===== src/common/dial_pkg.sv =====
package dial_pkg;

    // rotation direction as decoded from the line prefix
    typedef enum logic [0:0] {
        DIR_LEFT  = 1'b0,
        DIR_RIGHT = 1'b1
    } dir_t;

    // line parser states
    typedef enum logic [1:0] {
        PARSE_DIR  = 2'd0,
        PARSE_NUM  = 2'd1,
        PARSE_SKIP = 2'd2
    } parse_state_t;

    // input characters
    localparam logic [7:0] ASCII_R  = 8'h52;
    localparam logic [7:0] ASCII_L  = 8'h4c;
    localparam logic [7:0] ASCII_NL = 8'h0a;
    localparam logic [7:0] ASCII_0  = 8'h30;
    localparam logic [7:0] ASCII_9  = 8'h39;

    // dial position after reset
    localparam int DIAL_START = 50;

    // cycles from divider input strobe to output strobe
    localparam int DIV_LATENCY = 3;

endpackage


===== src/dial/div_by_const.sv =====
`timescale 1ns/1ps

module div_by_const #(
    parameter int ARG_WIDTH = 11,
    parameter int DIVISOR   = 100
) (
    input  logic                 clk,
    input  logic                 arst_n,
    input  logic                 input_valid,
    input  logic [ARG_WIDTH-1:0] argument,
    output logic                 outputs_valid,
    output logic [ARG_WIDTH-1:0] quotient,
    output logic [ARG_WIDTH-1:0] remainder
);
    import dial_pkg::*;

    // reciprocal rounded down, so the estimate is exact or one low
    localparam int SHIFT     = ARG_WIDTH + 1;
    localparam int RECIP     = (1 << SHIFT) / DIVISOR;
    localparam int PROD_BITS = ARG_WIDTH + SHIFT + 1;

    logic [DIV_LATENCY-1:0] valid_pipe;

    logic [ARG_WIDTH-1:0] s1_arg;
    logic [PROD_BITS-1:0] s1_product;
    logic [ARG_WIDTH-1:0] s2_arg;
    logic [ARG_WIDTH-1:0] s2_quot;
    logic [ARG_WIDTH-1:0] partial;

    always_ff @(posedge clk or negedge arst_n) begin
        if (!arst_n) begin
            valid_pipe <= '0;
        end else begin
            valid_pipe <= {valid_pipe[DIV_LATENCY-2:0], input_valid};
        end
    end

    // stage 1: scale by the reciprocal
    always_ff @(posedge clk) begin
        s1_arg     <= argument;
        s1_product <= PROD_BITS'(argument) * PROD_BITS'(RECIP);
    end

    // stage 2: quotient estimate
    always_ff @(posedge clk) begin
        s2_arg  <= s1_arg;
        s2_quot <= ARG_WIDTH'(s1_product >> SHIFT);
    end

    // remainder of the estimate lies in [0, 2*DIVISOR)
    assign partial = s2_arg - ARG_WIDTH'(s2_quot * DIVISOR);

    // stage 3: fix up an estimate that came out one low
    always_ff @(posedge clk) begin
        if (partial >= ARG_WIDTH'(DIVISOR)) begin
            quotient  <= s2_quot + 1'b1;
            remainder <= partial - ARG_WIDTH'(DIVISOR);
        end else begin
            quotient  <= s2_quot;
            remainder <= partial;
        end
    end

    assign outputs_valid = valid_pipe[DIV_LATENCY-1];

endmodule


===== src/dial/dial_tracker.sv =====
`timescale 1ns/1ps

module dial_tracker #(
    parameter int CLICK_BITS  = 10,
    parameter int DIAL_CLICKS = 100
) (
    input  logic                  clk,
    input  logic                  arst_n,
    input  logic                  click_valid,
    input  dial_pkg::dir_t        click_dir,
    input  logic [CLICK_BITS-1:0] click_count,
    output logic                  zero_crossings_valid,
    output logic [CLICK_BITS-1:0] zero_crossings_count
);
    import dial_pkg::*;

    // one extra bit so dial plus count never wraps
    localparam int CLICK_CNT_BITS = CLICK_BITS + 1;
    localparam int MAX_CLICKS     = (1 << CLICK_BITS) - 1;
    // keeps bias + dial - count positive without changing the residue
    localparam int POSITIVE_BIAS  = (1 + MAX_CLICKS / DIAL_CLICKS) * DIAL_CLICKS;

    typedef logic [CLICK_CNT_BITS-1:0] click_cnt_t;

    click_cnt_t dial;
    click_cnt_t dial_offset;
    click_cnt_t offset_rem;

    logic       cw_arg_valid;
    logic       ccw_arg_valid;
    click_cnt_t cw_arg;
    click_cnt_t ccw_dial_arg;
    click_cnt_t ccw_cross_arg;
    dir_t       arg_dir;
    dir_t       dir_pipe [DIV_LATENCY];

    logic       cw_div_valid;
    click_cnt_t cw_quot;
    click_cnt_t cw_rem;
    logic       ccw_div_valid;
    click_cnt_t ccw_dial_rem;
    click_cnt_t ccw_cross_quot;

    logic       res_valid;
    logic       res_right;

    // offset to zero going left, recomputed every cycle
    always_ff @(posedge clk) begin
        dial_offset <= click_cnt_t'(DIAL_CLICKS) - dial;
    end

    always_ff @(posedge clk or negedge arst_n) begin
        if (!arst_n) begin
            cw_arg_valid  <= 1'b0;
            ccw_arg_valid <= 1'b0;
        end else begin
            cw_arg_valid  <= click_valid && (click_dir == DIR_RIGHT);
            ccw_arg_valid <= click_valid && (click_dir == DIR_LEFT);
        end
    end

    always_ff @(posedge clk) begin
        if (click_valid) begin
            arg_dir       <= click_dir;
            cw_arg        <= dial + click_cnt_t'(click_count);
            ccw_dial_arg  <= click_cnt_t'(POSITIVE_BIAS) + dial - click_cnt_t'(click_count);
            // offset_rem was settled well before this click arrived
            ccw_cross_arg <= offset_rem + click_cnt_t'(click_count);
        end
    end

    // remember which path the result in the dividers belongs to
    always_ff @(posedge clk) begin
        dir_pipe[0] <= arg_dir;
        for (int i = 1; i < DIV_LATENCY; i++) begin
            dir_pipe[i] <= dir_pipe[i-1];
        end
    end

    div_by_const #(
        .ARG_WIDTH (CLICK_CNT_BITS),
        .DIVISOR   (DIAL_CLICKS)
    ) cw_div_i (
        .clk           (clk),
        .arst_n        (arst_n),
        .input_valid   (cw_arg_valid),
        .argument      (cw_arg),
        .outputs_valid (cw_div_valid),
        .quotient      (cw_quot),
        .remainder     (cw_rem)
    );

    // free running, only the remainder of the offset matters
    div_by_const #(
        .ARG_WIDTH (CLICK_CNT_BITS),
        .DIVISOR   (DIAL_CLICKS)
    ) ccw_offset_div_i (
        .clk           (clk),
        .arst_n        (arst_n),
        .input_valid   (1'b1),
        .argument      (dial_offset),
        .outputs_valid (),
        .quotient      (),
        .remainder     (offset_rem)
    );

    div_by_const #(
        .ARG_WIDTH (CLICK_CNT_BITS),
        .DIVISOR   (DIAL_CLICKS)
    ) ccw_cross_div_i (
        .clk           (clk),
        .arst_n        (arst_n),
        .input_valid   (ccw_arg_valid),
        .argument      (ccw_cross_arg),
        .outputs_valid (),
        .quotient      (ccw_cross_quot),
        .remainder     ()
    );

    div_by_const #(
        .ARG_WIDTH (CLICK_CNT_BITS),
        .DIVISOR   (DIAL_CLICKS)
    ) ccw_dial_div_i (
        .clk           (clk),
        .arst_n        (arst_n),
        .input_valid   (ccw_arg_valid),
        .argument      (ccw_dial_arg),
        .outputs_valid (ccw_div_valid),
        .quotient      (),
        .remainder     (ccw_dial_rem)
    );

    assign res_valid = cw_div_valid || ccw_div_valid;
    assign res_right = (dir_pipe[DIV_LATENCY-1] == DIR_RIGHT);

    always_ff @(posedge clk or negedge arst_n) begin
        if (!arst_n) begin
            dial                 <= click_cnt_t'(DIAL_START);
            zero_crossings_valid <= 1'b0;
        end else begin
            zero_crossings_valid <= res_valid;
            if (res_valid) begin
                dial <= res_right ? cw_rem : ccw_dial_rem;
            end
        end
    end

    always_ff @(posedge clk) begin
        if (res_valid) begin
            zero_crossings_count <= res_right ? CLICK_BITS'(cw_quot) : CLICK_BITS'(ccw_cross_quot);
        end
    end

endmodule


===== src/hw/line_parser.sv =====
`timescale 1ns/1ps

module line_parser #(
    parameter int CLICK_BITS = 10
) (
    input  logic                  clk,
    input  logic                  arst_n,
    input  logic                  byte_valid,
    input  logic [7:0]            byte_data,
    input  logic                  input_last,
    output logic                  click_valid,
    output dial_pkg::dir_t        click_dir,
    output logic [CLICK_BITS-1:0] click_count,
    output logic                  stream_end,
    output logic                  parse_error
);
    import dial_pkg::*;

    // room for acc * 10 + 9 before the overflow check
    localparam int ACC_BITS = CLICK_BITS + 4;

    parse_state_t          state;
    dir_t                  dir;
    logic [CLICK_BITS-1:0] acc;
    logic                  have_digit;

    logic                  is_digit;
    logic                  is_newline;
    logic                  is_dir_char;
    logic [ACC_BITS-1:0]   acc_next;
    logic                  overflow;

    assign is_digit    = (byte_data >= ASCII_0) && (byte_data <= ASCII_9);
    assign is_newline  = (byte_data == ASCII_NL);
    assign is_dir_char = (byte_data == ASCII_R) || (byte_data == ASCII_L);

    // times ten as x*8 + x*2, then add the digit
    assign acc_next = (ACC_BITS'(acc) << 3) + (ACC_BITS'(acc) << 1)
                    + ACC_BITS'(byte_data - ASCII_0);
    assign overflow = |acc_next[ACC_BITS-1:CLICK_BITS];

    always_ff @(posedge clk or negedge arst_n) begin
        if (!arst_n) begin
            state       <= PARSE_DIR;
            have_digit  <= 1'b0;
            click_valid <= 1'b0;
            stream_end  <= 1'b0;
            parse_error <= 1'b0;
        end else begin
            click_valid <= 1'b0;
            if (byte_valid) begin
                if (input_last) begin
                    stream_end <= 1'b1;
                end
                case (state)
                    PARSE_DIR: begin
                        if (is_dir_char) begin
                            state      <= PARSE_NUM;
                            have_digit <= 1'b0;
                        end else begin
                            // a stray newline already ends the bad line
                            parse_error <= 1'b1;
                            state       <= is_newline ? PARSE_DIR : PARSE_SKIP;
                        end
                    end
                    PARSE_NUM: begin
                        if (is_newline) begin
                            state       <= PARSE_DIR;
                            click_valid <= have_digit;
                            if (!have_digit) begin
                                parse_error <= 1'b1;
                            end
                        end else if (is_digit && !overflow) begin
                            have_digit <= 1'b1;
                        end else begin
                            parse_error <= 1'b1;
                            state       <= PARSE_SKIP;
                        end
                    end
                    PARSE_SKIP: begin
                        if (is_newline) begin
                            state <= PARSE_DIR;
                        end
                    end
                    default: begin
                        state <= PARSE_DIR;
                    end
                endcase
            end
        end
    end

    // direction and digits, held until the next line starts
    always_ff @(posedge clk) begin
        if (byte_valid) begin
            if (state == PARSE_DIR) begin
                dir <= (byte_data == ASCII_R) ? DIR_RIGHT : DIR_LEFT;
                acc <= '0;
            end else if (state == PARSE_NUM && is_digit) begin
                acc <= acc_next[CLICK_BITS-1:0];
            end
        end
    end

    assign click_dir   = dir;
    assign click_count = acc;

endmodule


===== src/hw/crossing_counter.sv =====
`timescale 1ns/1ps

module crossing_counter #(
    parameter int TOTAL_BITS = 32,
    parameter int CLICK_BITS = 10
) (
    input  logic                  clk,
    input  logic                  arst_n,
    input  logic                  click_valid,
    input  logic                  zero_crossings_valid,
    input  logic [CLICK_BITS-1:0] zero_crossings_count,
    input  logic                  stream_end,
    output logic [TOTAL_BITS-1:0] crossing_total,
    output logic                  done
);

    // spacing keeps at most one click in the tracker, two bits is plenty
    logic [1:0] in_flight;
    logic       drained;

    // a click on this very cycle is not yet counted in in_flight
    assign drained = (in_flight == 2'd0) && !click_valid;

    always_ff @(posedge clk or negedge arst_n) begin
        if (!arst_n) begin
            in_flight <= 2'd0;
        end else if (click_valid && !zero_crossings_valid) begin
            in_flight <= in_flight + 2'd1;
        end else if (zero_crossings_valid && !click_valid) begin
            in_flight <= in_flight - 2'd1;
        end
    end

    always_ff @(posedge clk or negedge arst_n) begin
        if (!arst_n) begin
            crossing_total <= '0;
        end else if (zero_crossings_valid) begin
            crossing_total <= crossing_total + TOTAL_BITS'(zero_crossings_count);
        end
    end

    // sticky until reset
    always_ff @(posedge clk or negedge arst_n) begin
        if (!arst_n) begin
            done <= 1'b0;
        end else if (stream_end && drained) begin
            done <= 1'b1;
        end
    end

endmodule


===== src/hw/dial_top.sv =====
`timescale 1ns/1ps

module dial_top #(
    parameter int CLICK_BITS  = 10,
    parameter int DIAL_CLICKS = 100,
    parameter int TOTAL_BITS  = 32
) (
    input  logic                  clk,
    input  logic                  arst_n,
    input  logic                  byte_valid,
    input  logic [7:0]            byte_data,
    input  logic                  input_last,
    output logic                  crossing_valid,
    output logic [CLICK_BITS-1:0] crossing_count,
    output logic [TOTAL_BITS-1:0] crossing_total,
    output logic                  done,
    output logic                  parse_error
);
    import dial_pkg::*;

    logic                  click_valid;
    dir_t                  click_dir;
    logic [CLICK_BITS-1:0] click_count;
    logic                  stream_end;

    line_parser #(
        .CLICK_BITS (CLICK_BITS)
    ) parser_i (
        .clk         (clk),
        .arst_n      (arst_n),
        .byte_valid  (byte_valid),
        .byte_data   (byte_data),
        .input_last  (input_last),
        .click_valid (click_valid),
        .click_dir   (click_dir),
        .click_count (click_count),
        .stream_end  (stream_end),
        .parse_error (parse_error)
    );

    // tracker results go straight out as the per-line answer
    dial_tracker #(
        .CLICK_BITS  (CLICK_BITS),
        .DIAL_CLICKS (DIAL_CLICKS)
    ) tracker_i (
        .clk                  (clk),
        .arst_n               (arst_n),
        .click_valid          (click_valid),
        .click_dir            (click_dir),
        .click_count          (click_count),
        .zero_crossings_valid (crossing_valid),
        .zero_crossings_count (crossing_count)
    );

    crossing_counter #(
        .TOTAL_BITS (TOTAL_BITS),
        .CLICK_BITS (CLICK_BITS)
    ) counter_i (
        .clk                  (clk),
        .arst_n               (arst_n),
        .click_valid          (click_valid),
        .zero_crossings_valid (crossing_valid),
        .zero_crossings_count (crossing_count),
        .stream_end           (stream_end),
        .crossing_total       (crossing_total),
        .done                 (done)
    );

endmodule


===== config.mk =====
export PLATFORM = sky130hd
export DESIGN_NAME = dial_top
export DESIGN_NICKNAME = d
export VERILOG_FILES = /design/src/common/dial_pkg.sv /design/src/dial/div_by_const.sv /design/src/dial/dial_tracker.sv /design/src/hw/line_parser.sv /design/src/hw/crossing_counter.sv /design/src/hw/dial_top.sv
export SDC_FILE = /design/constraint.sdc
export NUM_CORES = 1
export LEC_CHECK = 0
export BUFFER_PORTS_ARGS = -buffer_cell sky130_fd_sc_hd__buf_2
export CORE_UTILIZATION = 55
export DETAILED_ROUTE_END_ITERATION = 8
export PLACE_DENSITY = 0.75
export SLEW_MARGIN = 20
export SYNTH_ARGS = -nofsm -noshare
export SYNTH_HDL_FRONTEND = slang
export SYNTH_SLANG_ARGS = --single-unit
export TNS_END_PERCENT = 30

===== constraint.sdc =====
create_clock -name clk -period 3.84 [get_ports clk]
set_clock_uncertainty 0.15 [all_clocks]
set_input_delay 0.768 -clock clk [delete_from_list [all_inputs] [get_ports clk]]
set_output_delay 0.768 -clock clk [all_outputs]
set_load 0.02 [all_outputs]

* Yosys cells after proc, flatten, opt, wreduce, memory -nomap -nowiden
Memory sizes are Yosys's and may differ from the RTL's. Index checks and enable logic that the tools add are counted.
Word-level totals: input port bits 12, bits in writable memories 3, memories kept 1, logic and storage cells 148, flip-flop bits (word level) 336
Cells by class: $add $sub $neg 20, reductions and logical operators 26, bitwise logic cells 1, $mul 8, mux-type cells 29, order comparisons 6, equality and inequality tests 12
Memory list:
- tracker_i.dir_pipe | depth 3, bits a word 1, read ports 3, clocked after Yosys merged registers in 0, wr ports 3, line dial_tracker.sv:35 | dir_t dir_pipe [DIV_LATENCY];
Operators with widths (number):
- multiplier 11 x 3 -> 14 bit, second input constant | 4
- greater-or-equal comparator 11 x 7 -> 1 bit, second input constant | 4
- 2-to-1 mux 11 bit | 4
- subtractor 11 bit | 4
- multiplier 5 x 5 -> 9 bit, second input constant | 4
- subtractor 11 x 7 -> 11 bit, second input constant | 3
- adder 32 x 10 -> 32 bit | 1
- adder 11 x 10 -> 11 bit | 2
- equality test 8 x 7 -> 1 bit, second input constant | 2
- adder 13 x 11 -> 14 bit | 1
- adder 14 bit | 1
- 2-to-1 mux 2 bit | 7
- adder 5 x 1 -> 6 bit, second input constant | 2
- adder 11 bit, first input constant | 1
- 2-to-1 mux 1 bit | 11
- subtractor 11 x 10 -> 11 bit | 1
- subtractor 7 x 11 -> 11 bit, first input constant | 1
- 2-to-1 mux 10 bit | 1
- 2-to-1 mux 5 bit | 2
- AND reduction 5 bit | 2
- logical AND 1 bit | 9
- subtractor 8 x 6 -> 9 bit, second input constant | 1
- equality test 8 x 4 -> 1 bit, second input constant | 1
- greater-or-equal comparator 8 x 6 -> 1 bit, second input constant | 1
- 20 further kinds | 32

* Depth between registers and ports, before layout
Gate-level depths: netlist of the first run.
depth in word-level cells 8, mapped depth 15, gate-level depth less buffers 15

* Hierarchy
From an unflattened synthesis of the first run, not the netlist that was laid out.
Unflattened totals: cell total of the unflattened synthesis 1614, area, all modules 17514.3 µm²
By module, submodules not included:
- div_by_const at tracker_i.ccw_cross_div_i ... | times used 3, cells an instance 223, area each 2457.4 µm²
- dial_tracker | times used 1, cells an instance 333, area each 3863.7 µm²
- div_by_const at tracker_i.cw_div_i | times used 1, cells an instance 248, area each 2632.5 µm²
- crossing_counter | times used 1, cells an instance 192, area each 1995.7 µm²
- line_parser | times used 1, cells an instance 172, area each 1650.3 µm²

* Worst setup path before layout of the first run
Ideal clock, no wire load.
path kind input port to flip-flop, start in byte_data[6], end reg parser_i.parse_error, arrival time 3.630 ns, required time 3.570 ns, setup time 0.120 ns, slack -0.060 ns, buffers on the path 0, stages 10, path through or2_2 > nor2_1 > fa_1 > ha_1 > or4_1 > o22ai_1 > mux2i_1 > nor4_1 > nand3b_1 > a31o_2
Between the ends: word-level cells in the longest chain between the ends 7, elaborated cells on any way between the ends 18, classes of those cells add/sub: 2; order compare: 2; eq/ne: 6; mux: 2; reduce/logical: 6
RTL lines:
- start: declaration | line dial_top.sv:11 | input logic [7:0] byte_data,
- subtractor 8 x 6 -> 9 bit | line line_parser.sv:39 | + ACC_BITS'(byte_data - ASCII_0);
- adder 14 bit | line line_parser.sv:39
- OR reduction 4 bit | line line_parser.sv:40 | assign overflow = |acc_next[ACC_BITS-1:CLICK_BITS];
- zero test 1 bit | line line_parser.sv:73 | end else if (is_digit && !overflow) begin
- logical AND 1 bit | line line_parser.sv:73
- inequality test 3 x 2 -> 1 bit (no line)
- AND reduction 5 bit (no line)
- end signal: assignment | line line_parser.sv:62 | parse_error <= 1'b1;
- end signal: assignment | line line_parser.sv:71 | parse_error <= 1'b1;
- end signal: assignment | line line_parser.sv:76 | parse_error <= 1'b1;
- end: declaration | line line_parser.sv:15 | output logic parse_error
Parallel ways exist; a longest one is shown, timed or not. A chain may end at the register's enable or synchronous reset.

* Worst setup path in the final report of the first run
start reg tracker_i.cw_div_i.s2_quot[0], end reg tracker_i.cw_div_i.quotient[3]
Between the ends: word-level cells in the longest chain between the ends 4, elaborated cells on any way between the ends 5, classes of those cells add/sub: 2; mul: 1; order compare: 1; mux: 1
RTL lines:
- start: declaration | line div_by_const.sv:27 | logic [ARG_WIDTH-1:0] s2_quot;
- start signal: assignment | line div_by_const.sv:47 | s2_quot <= ARG_WIDTH'(s1_product >> SHIFT);
- multiplier 5 x 5 -> 9 bit | line div_by_const.sv:51 | assign partial = s2_arg - ARG_WIDTH'(s2_quot * DIVISOR);
- subtractor 11 bit | line div_by_const.sv:51
- greater-or-equal comparator 11 x 7 -> 1 bit | line div_by_const.sv:55 | if (partial >= ARG_WIDTH'(DIVISOR)) begin
- 2-to-1 mux 5 bit (*) | line div_by_const.sv:55
- end signal: assignment | line div_by_const.sv:56 | quotient <= s2_quot + 1'b1;
- end signal: assignment | line div_by_const.sv:59 | quotient <= s2_quot;
- end: declaration | line div_by_const.sv:12 | output logic [ARG_WIDTH-1:0] quotient,
Every way passes the cells marked *; elsewhere a longest branch is shown, timed or not.

==> results.toml, run 1 <==
[timing]
max_slew.worst_pin.slew_ns = 0.884
setup_viol = 0
slew_headroom_pct = 41.0
hold_violations = 0
period_needed_ns = 3.72
fin_crit_sh_pct = 96.9
hold_slack_ns = 0.174
slew_viol_final = 0
tns_ns = 0
rsz0062_at_grt = "yes"
fmax_ghz = 0.269

[synthesis]
ys_ff_latch = 291
syn_avg_cell_area_sq_um = 10.9
synth_edf_count = 50
synth_area_sq_um = 15200
netlist_instances = 1398
ys_warn_count = 0
synth_area_leader_cell = "dfxtp_1"
synth_ff_type = "dfxtp_1"
synth_cell_types = 70
synth_top_area_share_pct = 23.7
post-synth-top-count-cell = "ha_1"
synth_commonest_cells = "ha_1, dfxtp_1, inv_1"
async_flop_share_pct = 21.0
synthTopCellsByArea = "dfxtp_1, ha_1, edfxtp_1"
seq_area_frac_synth_pct = 43.6

[route]
drc_errors = 0
drtAntennaViolNets = 0
first_iter_violations = 522
drt_pre_antenna_iters = 4
via_per_inst = 5.48
via_count = 10300
post_drt_wl_per_cell_um = 15.6
wl_um = 29500

[min_path]
min-delay-start = "tracker_i.cw_div_i.s1_arg[9]$_DFF_P_"
hold_depth = 0
hp-class = "register to register"
holdPathEnd = "tracker_i.cw_div_i.s2_arg[9]$_DFF_P_"

[critical_path]
cp_num_buf_inv = 2
critPathCaptureType = "register"
worstReg2RegEnd = "tracker_i.cw_div_i.quotient[3]$_DFF_P_"
path_class = "register to register"
reg2regPathDepth = 14
crit_chain = "ha_4, ha_1, ha_1, fa_1, inv_1, ha_1, and3_1, a221oi_2, xor2_1, a21boi_2, nand4b_1, buf_6, nand3_1, xnor2_1"
timing.rr.start = "tracker_i.cw_div_i.s2_quot[0]$_DFF_P_"
cpPeakStageDelay_ns = 0.49
worstSetupStartpointType = "register"
cp_max_fo = 6
cpMostUsedCell = "ha_1"
critPathRequiredTime_ns = 4.17
cp_top_family = "adder cells"
arrival_ns = 4.05
crit_slowest_cell = "fa_1"
r2r_slack_ns = 0.12
worst-path-stages = 14

[cells_and_area]
finalNetCount = 1781
final_util_pct = 64.7
n_fill_cell = 2075
synthToLayoutAreaGrowth_pct = 14.9
final_cell_count_no_fill = 1888
drive_gt1_share_pct = 14.0
n_antenna_cell = 0

[clocking]
clockBufferDepth = 3
cts_tree = "done"
clkTransAtPathRegs_ns = 0.06
cts_sinks = 291
htree_levels = 1
cts_inserted_buffers = 30
cts_root_buf = "clkbuf_16"
clk_latency_ns = 0.55

[global_route]
antenna_found_initial = 0
grt_pass1_wl_um = 48800
track_usage_pct = 21.3
overflow = 0
grt_pass1_vias = 10400
use_met2_pct = 38.2
grtUsageMet1_pct = 26.2
grt_max_degree = 36
top_usage_layer = "met2"
gr-usage-met3_pct = 2.54

[power_and_ir_drop]
seqPwrFrac_pct = 48.2
p_sw_uw = 1320
p_int_uw = 5140
ir_drop_mv = 0.282
p_clk_share_pct = 49.1
power_density_nw_per_um2 = 369
power_uw = 6450
switching_share_pct = 20.4
comb_power_share_pct = 2.7
power_leakage_uw = 0.00824

[job]
maxCapViolCount = 0

[status]
status = "complete, no violations"

[floorplanning]
dieArea_sq_um = 28400
core_sq_um = 27000
die_w_um = 168
core.rowCount = 60
die_y_um = 168
start_util_pct = 56.4
pin_count = 57

[place]
place_inst = 1828
hpwl_um = 22400
numPortBuffers = 52
gp_congestion = 0.891
-- power by group through the flow --
stage	Clock, uW	Combinational [uW]	Sequential (uW)
6_report	3170	174	3110
5_1_grt	3350	195	3110
4_1_cts	3230	173	3110
3_5_place_dp	0	173	3170
3_3_place_gp	0	167	3170
2_1_floorplan	0	103	3180
-- per-layer routing --
layer | share of wire, % | vias up
met5 | 0 | -
met4 | 2.9 | 0
met3 | 3.1 | 51
met2 | 49 | 174
met1 | 45 | 4952
li1 | - | 5169
-- final cells by class --
class	instances	area [sq um]	share of cell area [%]
well taps	341	427	2.44
repair buffers	108	688	3.93
clock inverters	17	210	1.20
multi-input cells	975	8180	46.8
inverters	117	439	2.51
clock buffers	39	911	5.21
flip-flops and latches	291	6640	37.9
-- registers in the layout, indices dropped and copies added (netlist names), 11 cells and up --
register,cells
tracker_i.cw_div_i.s2_arg,11
counter_i.crossing_total,32
tracker_i.ccw_offset_div_i.s2_arg,11
tracker_i.ccw_offset_div_i.s1_arg,11
tracker_i.cw_div_i.s1_arg,11
tracker_i.ccw_dial_arg,11
tracker_i.cw_div_i.remainder,11
tracker_i.dial,11
tracker_i.ccw_cross_arg,11
tracker_i.dial_offset,11
tracker_i.ccw_offset_div_i.remainder,11
-- how the worst max path moves through the flow --
| stage | startpoint | slack [ns] | endpoint |
|---|---|---|---|
| after global routing | tracker_i.ccw_cross_div_i.s2_quot[1]$_DFF_P_ | -0.06 | tracker_i.ccw_cross_div_i.quotient[1]$_DFF_P_ |
| after detailed placement | byte_data[6] | -0.12 | parser_i.parse_error$_DFFE_PN0P_ |
| after floorplan | byte_data[6] | 0.05 | parser_i.parse_error$_DFFE_PN0P_ |
| after global placement | byte_data[4] | -0.10 | parser_i.parse_error$_DFFE_PN0P_ |
| final | tracker_i.cw_div_i.s2_quot[0]$_DFF_P_ | 0.12 | tracker_i.cw_div_i.quotient[3]$_DFF_P_ |
| after CTS | tracker_i.ccw_dial_div_i.s2_quot[1]$_DFF_P_ | 0.06 | tracker_i.ccw_dial_div_i.remainder[6]$_DFF_P_ |
-- cell families (layout without fill, tap and decap cells) --
group / Yosys count / count (layout) / synth area share, %
multiplexers: 31 / 31 / 2.14
other: 1 / 4 / 0.0246
flip-flops: 291 / 291 / 43.6
adder cells (fa/ha/maj): 246 / 246 / 21.2
buffers and inverters: 135 / 281 / 3.45
AND/OR/NAND/NOR: 304 / 304 / 10.3
XOR/XNOR: 152 / 152 / 8.74
AO/OA/AOI/OAI: 238 / 238 / 10.5
-- timing repair --
item	in CTS	in global routing
pin swaps	0	8
buffers inserted	0	4
endpoints found under the setup margin	1	29
endpoints found under the hold margin	0	0
hold buffers	0	0
resized for setup	1	17
-- cells in the final DEF, fill, tap and decap left out, types with 27 or more instances in the layout --
cell type / n
ha_1: 222
dfxtp_1: 177
inv_1: 117
xnor2_1: 102
nor2_1: 72
a21oi_1: 65
dfrtp_1: 58
nand2_1: 57
buf_4: 54
buf_2: 52
edfxtp_1: 50
xor2_1: 48
o21ai_0: 37
clkbuf_16: 35
nand3_1: 29
nor2b_1: 27
-- stage by stage --
step / worst slack, ns / instance area (sq um)
after floorplan: 0.0462 / 15200
after global placement: -0.104 / 16200
after detailed placement: -0.123 / 16200
after CTS: 0.0642 / 17400
after global routing: -0.0627 / 17500
final: 0.117 / 17500
Power figures use the tool's default switching activity.
==> run 2, diff against run 1 <==
Settings changed: SYNTH_HIERARCHICAL set to 1.
==> run 2 against run 1 <==
  * Sequential power grew 4%
  * Register-to-register slack worse by 0.02 ns
  * Die area increased by 7.7%
  * Via count rose by 8.0%
  * Wire length grew 11%
  * First-iteration DRC count rose by 5.4%
  * Flip-flop and latch count is 11 higher
  * Count of clock-buffer cells in the layout increased by 5
  * Non-clock buffer count decreased by 26
  * Core utilization down 1.5 points
  * Hold slack got worse by 0.012 ns
  * Critical path type unchanged
  * Largest cell class unchanged
  * Largest power group is now registers
  * Highest routed layer unchanged
==> results.toml, run 2 <==
[clocking]
cts_root_buf = "clkbuf_16"
cts_tree = "done"
clk_latency_ns = 0.57
cts_sinks = 302
hold_buffers = 0
htree_levels = 1
clockBufferDepth = 3
clkTransAtPathRegs_ns = 0.06
cts_inserted_buffers = 30

[route]
wl_um = 32700
drtAntennaViolNets = 0
first_iter_violations = 550
drt_pre_antenna_iters = 4
post_drt_wl_per_cell_um = 16.2
via_count = 11200
via_per_inst = 5.54
drc_errors = 0

[power_and_ir_drop]
switching_share_pct = 20.8
power_leakage_uw = 0.00852
seqPwrFrac_pct = 50.5
comb_power_share_pct = 2.4
p_int_uw = 5060
p_clk_share_pct = 47.0
p_sw_uw = 1330
power_density_nw_per_um2 = 348
ir_drop_mv = 0.391

[global_route]
track_usage_pct = 21.7
grt_max_degree = 41
antenna_found_initial = 0
grt_pass1_wl_um = 54200
overflow = 0
grt_pass1_vias = 11200

[cells_and_area]
drive_gt1_share_pct = 14.1
n_fill_cell = 2256
final_cell_area_sq_um = 18300
final_common_cell = "ha_1"
largest_register_ffs = 32
synthToLayoutAreaGrowth_pct = 11.7
finalNetCount = 1872
multi_input_area_sq_um = 9010
seq_area_sq_um = 6900
final_cell_mix = "ha_1, dfxtp_1, inv_1"
final_util_pct = 63.2
n_antenna_cell = 0
top_register = "counter_i/crossing_total"

[timing]
period_needed_ns = 3.74
rsz0062_at_grt = "yes"
tns_ns = 0
slew_viol_final = 0
setup_viol = 0
max_slew.worst_pin.slew_ns = 0.916
slew_headroom_pct = 38.8
hold_slack_ns = 0.161
fmax_ghz = 0.267
hold_violations = 0
fin_crit_sh_pct = 97.4

[critical_path]
cp_max_fo = 7
path_class = "register to register"
arrival_ns = 4.04
critPathCaptureType = "register"
worstSetupStartpointType = "register"
critPathRequiredTime_ns = 4.14

[floorplanning]
die_y_um = 175
die_w_um = 175
core.rowCount = 62
core_sq_um = 29000
pin_count = 57
start_util_pct = 56.6
dieArea_sq_um = 30500

[place]
post_dp_cell_area_sq_um = 17100
hpwl_um = 25100
gp_congestion = 0.892
numPortBuffers = 56

[min_path]
hp-class = "input port to async pin"

[synthesis]
syn_avg_cell_area_sq_um = 10.8
netlist_instances = 1521
synth_area_sq_um = 16400
ys_warn_count = 6

[job]
maxCapViolCount = 0

[status]
status = "complete, no violations"
run 2: cell types whose count changed in the layout (fill, tap and decap cells not counted), moves of 10 or more:
cell	before	now
buf_4	54	26
xor2_1	48	58
a21o_1	23	9
nand3_1	29	41
o21ai_1	0	14
a21oi_1	65	102
a31oi_1	20	7
nand2_1	57	67
run 2: worst paths after layout:
kind                                                  startpoint                                      end  slack, ns  cells past startpoint
min in group clk            tracker_i/cw_div_i/s1_arg[2]$_DFF_P_     tracker_i/cw_div_i/s2_arg[2]$_DFF_P_       0.16                      0
max in group asynchronous                                 arst_n            tracker_i/dial[1]$_DFFE_PN1P_       2.47                      2
setup reg to reg           tracker_i/cw_div_i/s2_quot[0]$_DFF_P_  tracker_i/cw_div_i/remainder[4]$_DFF_P_        0.1                     13
hold reg to reg             tracker_i/cw_div_i/s1_arg[2]$_DFF_P_     tracker_i/cw_div_i/s2_arg[2]$_DFF_P_       0.16                      0
hold / removal                                            arst_n  counter_i/crossing_total[6]$_DFFE_PN0P_       0.16                      1
setup / recovery           tracker_i/cw_div_i/s2_quot[0]$_DFF_P_  tracker_i/cw_div_i/remainder[4]$_DFF_P_        0.1                     13
run 2: area by class of cell:
| type | count | share of cell area (%) |
|---|---|---|
| Clock buffer | 44 | 5.11 |
| Timing Repair Buffer | 82 | 2.59 |
| Inverter | 112 | 2.29 |
| Clock inverter | 11 | 0.655 |
| Sequential cell | 302 | 37.6 |
| Tap cell | 384 | 2.62 |
| Multi-Input combinational cell | 1082 | 49.1 |
run 2: critical path: stages (launching register included):
cell	delay, ns
dfxtp_1	0.32
ha_1	0.33
ha_1	0.29
ha_1	0.23
fa_2	0.54
inv_1	0.06
ha_4	0.31
buf_4	0.14
nor2b_1	0.05
a221oi_1	0.43
and3_2	0.31
buf_4	0.17
a41oi_1	0.13
xnor2_1	0.15
run 2: metal layers:
layer / vias up / routed length, um / part of all wire [%] / track usage, %
met4: 0 / 984 / 3.0 / 6.52
met2: 229 / 15900 / 49 / 38.6
li1: 5540 / - / - / -
met5: - / 0 / 0 / 0
met1: 5335 / 14600 / 45 / 27.6
met3: 67 / 1160 / 3.5 / 2.55
run 2: metrics by stage:
step                setup slack [ns]  cells  total power (uW)
finish                        0.0992   2017              6390
global route                 -0.0523   2017              6610
CTS                           0.0150   2011              6460
detailed placement          -0.00825   1956              3450
global placement               0.114   1956              3440
floorplan                      0.133   1527              3410
run 2: repair_timing:
item | CTS | global route
endpoints found under the setup margin | 2 | 32
resized for setup | 1 | 28
pin swaps | 0 | 10
buffers inserted | 0 | 6
run 2: power by group through the flow:
stage               logic, uW  clock network (uW)  registers (uW)
global route              174                3210            3230
CTS                       154                3080            3230
finish                    154                3010            3230
global placement          146                   0            3300
detailed placement        152                   0            3300
floorplan                 107                   0            3300
